`src/design/gnn_pkg.sv`:
```
package gnn_pkg;

    // element and beat geometry
    localparam int FV_SIZE     = 8;
    localparam int MULT_PER_PE = 2;

    // job limits
    localparam int MAX_FV_NUM           = 16;
    localparam int MAX_NUM_WEIGHT_LAYER = 4;

    // weight memory layout, one layer per block of lines
    localparam int LINES_PER_LAYER = MAX_FV_NUM / MULT_PER_PE;
    localparam int SRAM_DEPTH      = MAX_NUM_WEIGHT_LAYER * LINES_PER_LAYER;

    // 16 products of 255 x 255 fit in 20 bits
    localparam int ACC_W = 20;

    // one weight or feature value
    typedef logic [FV_SIZE-1:0] elem_t;

    // element 0 sits in the low byte
    typedef logic [MULT_PER_PE*FV_SIZE-1:0] sram_line_t;

    // {layer, line within layer}
    typedef logic [$clog2(SRAM_DEPTH)-1:0] sram_addr_t;

    typedef logic [$clog2(MAX_NUM_WEIGHT_LAYER)-1:0] layer_t;

    // position in the feature vector
    typedef logic [$clog2(MAX_FV_NUM)-1:0] fv_idx_t;

    // vector length, one bit wider so 16 fits
    typedef logic [$clog2(MAX_FV_NUM):0] fv_cnt_t;

    typedef logic [ACC_W-1:0] acc_t;

endpackage

```
`src/design/feature_buffer.sv`:
```
`timescale 1ns/10ps

module feature_buffer (
    input  logic             clk,
    input  logic             reset,
    input  logic             feat_wr_en,
    input  gnn_pkg::fv_idx_t feat_wr_idx,
    input  gnn_pkg::elem_t   feat_wr_data,
    input  gnn_pkg::fv_idx_t fv_idx,
    output gnn_pkg::elem_t   f0,
    output gnn_pkg::elem_t   f1
);
    import gnn_pkg::*;

    elem_t   feat_mem [MAX_FV_NUM];
    fv_idx_t idx_hi;

    always_ff @(posedge clk) begin
        if (reset) begin
            for (int i = 0; i < MAX_FV_NUM; i++) begin
                feat_mem[i] <= '0;
            end
        end else if (feat_wr_en) begin
            feat_mem[feat_wr_idx] <= feat_wr_data;
        end
    end

    // fv_idx is even, so idx_hi never wraps
    assign idx_hi = fv_idx + 1'b1;

    assign f0 = feat_mem[fv_idx];
    assign f1 = feat_mem[idx_hi];

endmodule

```
`src/design/gnn_layer_top.sv`:
```
`timescale 1ns/10ps

module gnn_layer_top (
    input  logic                clk,
    input  logic                reset,
    input  logic                fire,
    input  gnn_pkg::layer_t     num_weight_layer,
    input  gnn_pkg::fv_cnt_t    num_fv,
    input  logic                wr_en,
    input  gnn_pkg::sram_addr_t wr_addr,
    input  gnn_pkg::sram_line_t wr_data,
    input  logic                feat_wr_en,
    input  gnn_pkg::fv_idx_t    feat_wr_idx,
    input  gnn_pkg::elem_t      feat_wr_data,
    output gnn_pkg::acc_t       result,
    output gnn_pkg::layer_t     result_layer,
    output logic                result_valid,
    output logic                done,
    output logic                idle
);
    import gnn_pkg::*;

    // beat stream from the weight path
    elem_t   w0;
    elem_t   w1;
    fv_idx_t fv_idx;
    layer_t  layer;
    logic    beat_valid;
    logic    layer_last;
    logic    eos;

    // feature pair at the beat's index
    elem_t   f0;
    elem_t   f1;

    // start of job is not needed by the element
    weight_cntl u_weight_cntl (
        .clk              (clk),
        .reset            (reset),
        .fire             (fire),
        .num_weight_layer (num_weight_layer),
        .num_fv           (num_fv),
        .wr_en            (wr_en),
        .wr_addr          (wr_addr),
        .wr_data          (wr_data),
        .w0               (w0),
        .w1               (w1),
        .fv_idx           (fv_idx),
        .layer            (layer),
        .beat_valid       (beat_valid),
        .sos              (),
        .layer_last       (layer_last),
        .eos              (eos),
        .idle             (idle)
    );

    feature_buffer u_feature_buffer (
        .clk          (clk),
        .reset        (reset),
        .feat_wr_en   (feat_wr_en),
        .feat_wr_idx  (feat_wr_idx),
        .feat_wr_data (feat_wr_data),
        .fv_idx       (fv_idx),
        .f0           (f0),
        .f1           (f1)
    );

    vertex_pe u_vertex_pe (
        .clk          (clk),
        .reset        (reset),
        .w0           (w0),
        .w1           (w1),
        .f0           (f0),
        .f1           (f1),
        .beat_valid   (beat_valid),
        .layer_last   (layer_last),
        .eos          (eos),
        .layer        (layer),
        .result       (result),
        .result_layer (result_layer),
        .result_valid (result_valid),
        .done         (done)
    );

endmodule

```
`src/design/vertex_pe.sv`:
```
`timescale 1ns/10ps

module vertex_pe (
    input  logic            clk,
    input  logic            reset,
    input  gnn_pkg::elem_t  w0,
    input  gnn_pkg::elem_t  w1,
    input  gnn_pkg::elem_t  f0,
    input  gnn_pkg::elem_t  f1,
    input  logic            beat_valid,
    input  logic            layer_last,
    input  logic            eos,
    input  gnn_pkg::layer_t layer,
    output gnn_pkg::acc_t   result,
    output gnn_pkg::layer_t result_layer,
    output logic            result_valid,
    output logic            done
);
    import gnn_pkg::*;

    logic [2*FV_SIZE-1:0] prod0;
    logic [2*FV_SIZE-1:0] prod1;
    acc_t                 beat_sum;
    acc_t                 sum_now;
    acc_t                 acc;

    assign prod0    = w0 * f0;
    assign prod1    = w1 * f1;
    assign beat_sum = acc_t'(prod0) + acc_t'(prod1);
    assign sum_now  = acc + beat_sum;

    always_ff @(posedge clk) begin
        if (reset) begin
            acc          <= '0;
            result_valid <= 1'b0;
            done         <= 1'b0;
        end else begin
            result_valid <= beat_valid && layer_last;
            done         <= beat_valid && eos;
            if (beat_valid) begin
                // layer end starts the next sum from zero
                acc <= layer_last ? '0 : sum_now;
            end
        end
    end

    always_ff @(posedge clk) begin
        if (beat_valid && layer_last) begin
            result       <= sum_now;
            result_layer <= layer;
        end
    end

endmodule

```
`src/design/weight_cntl.sv`:
```
`timescale 1ns/10ps

module weight_cntl (
    input  logic                clk,
    input  logic                reset,
    input  logic                fire,
    input  gnn_pkg::layer_t     num_weight_layer,
    input  gnn_pkg::fv_cnt_t    num_fv,
    input  logic                wr_en,
    input  gnn_pkg::sram_addr_t wr_addr,
    input  gnn_pkg::sram_line_t wr_data,
    output gnn_pkg::elem_t      w0,
    output gnn_pkg::elem_t      w1,
    output gnn_pkg::fv_idx_t    fv_idx,
    output gnn_pkg::layer_t     layer,
    output logic                beat_valid,
    output logic                sos,
    output logic                layer_last,
    output logic                eos,
    output logic                idle
);
    import gnn_pkg::*;

    typedef enum logic {
        ST_IDLE = 1'b0,
        ST_WORK = 1'b1
    } state_t;

    state_t     state;
    layer_t     layer_cnt;
    fv_idx_t    pos_cnt;
    fv_cnt_t    pos_next;
    logic       pos_wrap;
    logic       job_end;
    logic       start;
    logic       issue;

    // read in flight, with its framing tags
    logic       rd_en_q;
    sram_addr_t rd_addr_q;
    fv_idx_t    rd_pos_q;
    layer_t     rd_layer_q;
    logic       rd_sos_q;
    logic       rd_last_q;
    logic       rd_eos_q;

    logic       sram_cen;
    logic       sram_wen;
    sram_addr_t sram_addr;
    sram_line_t sram_q;

    // the fire cycle already issues the first read
    assign start    = (state == ST_IDLE) && fire && idle;
    assign issue    = start || (state == ST_WORK);
    assign pos_next = fv_cnt_t'(pos_cnt) + fv_cnt_t'(MULT_PER_PE);
    assign pos_wrap = (pos_next == num_fv);
    assign job_end  = pos_wrap && (layer_cnt == num_weight_layer);

    // counters point at the next line to read
    always_ff @(posedge clk) begin
        if (reset) begin
            state     <= ST_IDLE;
            layer_cnt <= '0;
            pos_cnt   <= '0;
        end else if (issue) begin
            if (job_end) begin
                state     <= ST_IDLE;
                layer_cnt <= '0;
                pos_cnt   <= '0;
            end else begin
                state <= ST_WORK;
                if (pos_wrap) begin
                    pos_cnt   <= '0;
                    layer_cnt <= layer_cnt + 1'b1;
                end else begin
                    pos_cnt <= fv_idx_t'(pos_next);
                end
            end
        end
    end

    // address register stage
    always_ff @(posedge clk) begin
        if (reset) begin
            rd_en_q   <= 1'b0;
            rd_sos_q  <= 1'b0;
            rd_last_q <= 1'b0;
            rd_eos_q  <= 1'b0;
        end else begin
            rd_en_q   <= issue;
            rd_sos_q  <= start;
            rd_last_q <= issue && pos_wrap;
            rd_eos_q  <= issue && job_end;
        end
    end

    always_ff @(posedge clk) begin
        rd_addr_q  <= {layer_cnt, pos_cnt[$bits(fv_idx_t)-1:1]};
        rd_pos_q   <= pos_cnt;
        rd_layer_q <= layer_cnt;
    end

    // host owns the port whenever no read is pending
    assign sram_cen  = rd_en_q ? 1'b0 : ~wr_en;
    assign sram_wen  = rd_en_q ? 1'b1 : ~wr_en;
    assign sram_addr = rd_en_q ? rd_addr_q : wr_addr;

    weight_sram u_weight_sram (
        .clk  (clk),
        .cen  (sram_cen),
        .wen  (sram_wen),
        .addr (sram_addr),
        .d    (wr_data),
        .q    (sram_q)
    );

    // tags move into the beat as the sram registers its data
    always_ff @(posedge clk) begin
        if (reset) begin
            beat_valid <= 1'b0;
            sos        <= 1'b0;
            layer_last <= 1'b0;
            eos        <= 1'b0;
            idle       <= 1'b1;
        end else begin
            beat_valid <= rd_en_q;
            sos        <= rd_sos_q;
            layer_last <= rd_last_q;
            eos        <= rd_eos_q;
            if (start) begin
                idle <= 1'b0;
            end else if (eos) begin
                idle <= 1'b1;
            end
        end
    end

    always_ff @(posedge clk) begin
        fv_idx <= rd_pos_q;
        layer  <= rd_layer_q;
    end

    assign w0 = sram_q[FV_SIZE-1:0];
    assign w1 = sram_q[2*FV_SIZE-1:FV_SIZE];

endmodule

```
`src/design/weight_sram.sv`:
```
`timescale 1ns/10ps

module weight_sram (
    input  logic                clk,
    input  logic                cen,
    input  logic                wen,
    input  gnn_pkg::sram_addr_t addr,
    input  gnn_pkg::sram_line_t d,
    output gnn_pkg::sram_line_t q
);
    import gnn_pkg::*;

    sram_line_t mem [SRAM_DEPTH];

    // single port, both enables active low
    always_ff @(posedge clk) begin
        if (!cen) begin
            if (!wen) begin
                mem[addr] <= d;
            end else begin
                // read data lands one cycle after the address
                q <= mem[addr];
            end
        end
    end

endmodule

```
`config.mk`:
```
export PLATFORM = sky130hd
export DESIGN_NAME = gnn_layer_top
export DESIGN_NICKNAME = d
export VERILOG_FILES = /design/src/design/gnn_pkg.sv /design/src/design/feature_buffer.sv /design/src/design/gnn_layer_top.sv /design/src/design/vertex_pe.sv /design/src/design/weight_cntl.sv /design/src/design/weight_sram.sv
export SDC_FILE = /design/constraint.sdc
export NUM_CORES = 1
export LEC_CHECK = 0
export BUFFER_PORTS_ARGS = -buffer_cell sky130_fd_sc_hd__buf_2
export CORE_ASPECT_RATIO = 0.75
export CORE_MARGIN = 2
export CORE_UTILIZATION = 37
export DETAILED_ROUTE_END_ITERATION = 16
export GPL_TIMING_DRIVEN = 0
export MAX_ROUTING_LAYER = met4
export PLACE_DENSITY = 0.53
export SLEW_MARGIN = 10
export SYNTH_ARGS = -nofsm -noshare
export SYNTH_HDL_FRONTEND = slang
export SYNTH_HIERARCHICAL = 1
export SYNTH_SLANG_ARGS = --single-unit
```
`constraint.sdc`:
```
create_clock -name clk -period 6.95 [get_ports clk]
set_clock_uncertainty 0.1 [all_clocks]
set_input_delay 1.0425 -clock clk [delete_from_list [all_inputs] [get_ports clk]]
set_output_delay 1.0425 -clock clk [all_outputs]
set_load 0.03 [all_outputs]
```
* After elaboration in Yosys (flattened, before gate mapping) *
Memories as Yosys holds them, arrays and structs flattened. A register that Yosys moved wholly into a read port is not among the register bits.
Cells that the tools add are included.

cells by class
  reduce and logical (&&, ||, !) cells = 13
  multipliers = 2
  equality and inequality tests = 2
  bitwise logic cells = 3
  $add $sub $neg = 5
  muxes and demuxes = 22

operator list
  kind                 number
  $mul 8x8->16         2
  $add 20x20->20       1
  $mux 20              1
  $add 16x16->17       1
  $mux 1               14
  $mux 4               3
  $mux 8               1
  $reduce_or 8->1      1
  $logic_and 1x1->1    7
  $add 4x2->5 const B  1
  $eq 5x5->1           1
  $mux 5               1
  $add 4x1->4 const B  1
  $mux 2               2
  $reduce_and 2->1     2
  $reduce_bool 2->1    2
  $not 1->1            3
  $add 2x1->2 const B  1
  $eq 2x2->1           1
  $logic_or 1x1->1     1

word-level totals
  output and inout port bits = 25
  register bits = 75
  input port bits = 45
  RAM bits = 640
  logic and storage cells = 69
  memories kept = 2

memory list
  memory                           words  width  read ports  clocked after Yosys merged registers in  write ports  RTL line              RTL
  u_weight_cntl.u_weight_sram.mem  32     16     1           1                                        1            weight_sram.sv:13     sram_line_t mem [SRAM_DEPTH];
  u_feature_buffer.feat_mem        16     8      2           1                                        16           feature_buffer.sv:15  elem_t feat_mem [MAX_FV_NUM];

* Longest topological paths before layout *
An unclocked memory read counts as a cell.

  word-level depth = 6
  mapped depth = 29

* By module *
The synthesis kept the hierarchy.

modules (own cells, without submodules)
  module          area each (um^2)  times used  sequential area each (um^2)  cells an instance
  weight_sram     20268.2           1           15855.2                      1089
  feature_buffer  7262.0            1           3843.7                       557
  vertex_pe       6583.8            1           1101.1                       676
  weight_cntl     905.9             1           500.5                        83

* Worst setup path after synthesis *
No wires, ideal clock.

  kind = reg-to-reg
  start = register u_weight_cntl.fv_idx[1]
  end = register u_vertex_pe.result[18], data pin
  arrival time = 6.290 ns
  required time = 6.591 ns
  slack = 0.301 ns
  stages on the path, launching flop included = 24
  clock period less this slack = 6.649 ns
  library setup time = 0.259 ns
  cells stage by stage = dfxtp_1 -> buf_2 -> buf_2 -> mux4_2 -> a22oi_1 -> nand2_1 -> and2_1 -> fa_1 -> inv_1 -> fa_1 -> fa_1 -> inv_1 -> fa_1 -> fa_1 -> inv_1 -> fa_1 -> inv_1 -> ha_1 -> and2_1 -> a221oi_2 -> a21oi_1 -> o21ai_0 -> nand2_1 -> xor2_1

between the ends
  cells in the longest elaborated chain, start to end = 5

ends and longest elaborated chain
  what                         RTL line              RTL
  start, declared              weight_cntl.sv:14     output gnn_pkg::fv_idx_t fv_idx,
  start signal, assigned       weight_cntl.sv:139    fv_idx <= rd_pos_q;
  $add 4x1->4                  feature_buffer.sv:29  assign idx_hi = fv_idx + 1'b1;
  $mem_v2 16x8                 -
  $mul 8x8->16                 vertex_pe.sv:28       assign prod1 = w1 * f1;
  $add 16x16->17               vertex_pe.sv:29       assign beat_sum = acc_t'(prod0) + acc_t'(prod1);
  $add 20x20->20               vertex_pe.sv:30       assign sum_now = acc + beat_sum;
  via u_vertex_pe.sum_now[18]  vertex_pe.sv:24       acc_t sum_now;
  end signal, assigned         vertex_pe.sv:49       result <= sum_now;
  end, declared                vertex_pe.sv:14       output gnn_pkg::acc_t result,

The timed path passes the listed nets, and every way through them passes these cells.
A chain may end at the register's enable or synchronous reset.

* Worst setup path after layout *
  start = register u_weight_cntl.fv_idx[2]
  end = register u_vertex_pe.acc[12]

between the ends
  cells in the longest elaborated chain, start to end = 6

ends and longest elaborated chain
  what                  RTL line              RTL
  $add 4x1->4           feature_buffer.sv:29
  $mem_v2 16x8          -
  via f1[5]             gnn_layer_top.sv:34   elem_t f1;
  $mul 8x8->16          vertex_pe.sv:28
  $add 16x16->17        vertex_pe.sv:29
  $add 20x20->20        vertex_pe.sv:30
  $mux 20               vertex_pe.sv:42       acc <= layer_last ? '0 : sum_now;
  end signal, assigned  vertex_pe.sv:42
  end, declared         vertex_pe.sv:25       acc_t acc;

The timed path passes the listed nets, and every way through them passes these cells.

==> flow_metrics.tcl <==
set metrics [dict create \
    cts.htree.levels 3 \
    outcome "finished with violations" \
    root_buffer "clkbuf_16" \
    die_w_microns 359.0 \
    rsz0062_at_grt "true" \
    dr.pass1.iters 6 \
    drv_slew 2 \
    r2r_end "u_vertex_pe/acc[12]$_SDFFE_PP0P_" \
    die_area_sq_um 97020 \
    clock_sinks 723 \
    hold_path_end "u_weight_cntl/fv_idx[1]$_DFF_P_" \
    worstSetupStartpointType "register" \
    antenna_found_initial 8 \
    crit_arrival_ns 7.27 \
    dp_slack_ns -0.7194 \
    hold_path_class "reg2reg" \
    violations "max-capacitance violations, max-slew violations" \
    finalWorstSetupSlack_ns 0.1480 \
    cap_violations 2 \
    vias_per_cell 5.323 \
    grt_pass1_vias 20570 \
    io_buffers 69 \
    period_share 0.9787 \
    crit_fanout 8 \
    die_h_microns 270.3 \
    initial_utilization 0.3738 \
    finalCriticalPeriod_ns 6.802 \
    syn_inst 2402 \
    cts_tree "done" \
    gp_congestion 0.9342 \
    cts_buffers 76 \
    clock_latency_ns 0.66 \
    overflow 0 \
    slowest_stage "fa_1" \
    path_cells "buf_8 -> xor2_4 -> buf_6 -> buf_4 -> and3_1 -> nor4_1 -> mux2_4 -> nand2_1 -> fa_1 -> fa_1 -> inv_1 -> fa_1 -> fa_1 -> fa_1 -> inv_1 -> fa_1 -> inv_1 -> ha_4 -> and2_4 -> a221oi_4 -> a21oi_4 -> o21ai_1 -> or3b_1 -> a21oi_2" \
    max_clock_freq_mhz 147.0 \
    hold_viol 0 \
    rows 97 \
    grt_pass1_wl_microns 141200 \
    yosysWarnings 6 \
    drt_iter0_drc 1936 \
    ios 70 \
    critPathKind "reg2reg" \
    relSlewSlack -0.03221 \
    synth.avg_cell_area_sq_um 14.56 \
    cp_common_cell "fa_1" \
    stdcell_count 3901 \
    r2r_setup_slack_ns 0.15 \
    dp.cells 3736 \
    num_vias 20770 \
    synth_area_sq_um 34970 \
    hold_depth 0 \
    core_sq_um 93570 \
    ant_nets 0 \
    rr_startpoint "u_weight_cntl/fv_idx[2]$_DFF_P_" \
    wire_per_inst_microns 24.98 \
    worstPathRequired_ns 7.42 \
    placed_cell_area_sq_um 37350 \
    drive_above_1_share 0.1953 \
    finalInstanceArea_sq_um 40780 \
    clk_path_buf_depth 3 \
    clk_pin_slew_worst_paths_ns 0.06 \
    worstMarginPinSlew_ns 1.534 \
    track_usage 0.2040 \
    end_kind "register" \
    setup_viol 0 \
    slowest_delay_ns 0.53 \
    fin_hold_ws_ns 0.2549 \
    finalNetCount 2834 \
    place.detailed.hpwl_microns 70900 \
    r2r_cells 24 \
    area_growth_pct 16.61 \
    n_fill_cell 8377 \
    grt_max_degree 33 \
    timing.hold.worst.start "u_weight_cntl/rd_pos_q[1]$_DFF_P_" \
    syn_nets 2635 \
    drt_wl_total_microns 97440 \
    drc 0 \
]
[flip-flops by register name (all words and copies together) (netlist names), 2 cells and up]
signal	cells
u_weight_cntl/fv_idx	3
u_vertex_pe/result_layer	2
u_weight_cntl/u_weight_sram/mem	512
u_weight_cntl/pos_cnt	3
u_vertex_pe/result	20
u_feature_buffer/feat_mem	128
u_weight_cntl/u_weight_sram/q	16
u_vertex_pe/acc	20
u_weight_cntl/rd_addr_q	2
u_weight_cntl/layer_cnt	2
u_weight_cntl/rd_pos_q	2
u_weight_cntl/layer	2
[how the worst max path moves through the flow]
stage / from / end / slack [ns] / cells after the start
3_3_place_gp: u_weight_cntl/fv_idx[1]$_DFF_P_ / u_vertex_pe/result[18]$_DFFE_PP_ / -0.76 / 24
4_1_cts: u_weight_cntl/fv_idx[1]$_DFF_P_ / u_vertex_pe/acc[12]$_SDFFE_PP0P_ / 0.001 / 23
3_5_place_dp: u_weight_cntl/fv_idx[1]$_DFF_P_ / u_vertex_pe/result[18]$_DFFE_PP_ / -0.72 / 24
5_1_grt: u_weight_cntl/fv_idx[2]$_DFF_P_ / u_vertex_pe/acc[12]$_SDFFE_PP0P_ / -0.05 / 24
6_report: u_weight_cntl/fv_idx[2]$_DFF_P_ / u_vertex_pe/acc[12]$_SDFFE_PP0P_ / 0.15 / 24
2_1_floorplan: u_weight_cntl/fv_idx[1]$_DFF_P_ / u_vertex_pe/result[18]$_DFFE_PP_ / 0.30 / 23
[critical path, delay by kind of cell (launching register included)]
family                   cells  cell delay, ns
adder cells (fa/ha/maj)      7            3.25
AO/OA/AOI/OAI                4            0.75
buffers and inverters        6            0.63
multiplexers                 1            0.31
flip-flops                   1            0.33
XOR/XNOR                     1            0.21
AND/OR/NAND/NOR              5            1.12
[layout make-up]
cell class | instances | area [sq um] | share of cell area
antenna | 2 | 5.005 | 0.0001227
sequential | 723 | 21260 | 0.5214
clock buffer | 97 | 2057 | 0.05044
inverter | 155 | 581.8 | 0.01427
tap | 1237 | 1548 | 0.03795
clock inverter | 42 | 419.2 | 0.01028
multi-input combinational | 1403 | 13150 | 0.3225
buffer | 119 | 789.5 | 0.01936
timing repair buffer | 123 | 965.9 | 0.02369
[cell usage in the layout, fill, tap and decap left out, types with 33 or more instances in the layout]
cell type  count
and2_1       217
and3_1        33
buf_2        121
buf_4         34
clkbuf_1      43
clkbuf_16     81
dfxtp_1       43
edfxtp_1     678
fa_1         108
ha_1          70
inv_1        154
mux2i_1      290
nand2_1       84
nor2_1        36
nor2b_1       43
nor4_1        39
o22ai_1      128
[per-stage QoR]
stage | setup TNS [ns] | utilization
3_3_place_gp | -11.44 | 0.3940
3_5_place_dp | -10.70 | 0.3991
4_1_cts | 0 | 0.4293
2_1_floorplan | 0 | -
5_1_grt | -0.1834 | 0.4358
6_report | 0 | 0.4358
[repair_timing]
action / 4_1_cts / 5_1_grt
resized for setup: 90 / 86
cloned: 0 / 2
setup buffers: 3 / 20
endpoints found under the setup margin: 24 / 20
hold buffers: 0 / 0
pin swaps: 5 / 39
[per-layer routing]
| metal | GRT usage | routed length [microns] | vias up |
|---|---|---|---|
| li1 | - | - | 9335 |
| met1 | 0.3127 | 48980 | 10690 |
| met2 | 0.2867 | 41170 | 617 |
| met3 | 0.02852 | 5524 | 122 |
| met4 | 0.04131 | 1775 | 0 |
| met5 | - | 0 | - |
Power is left out: the tool's default activity adds up to more than one toggle a clock period on the data nets, which glitch-free logic cannot reach.
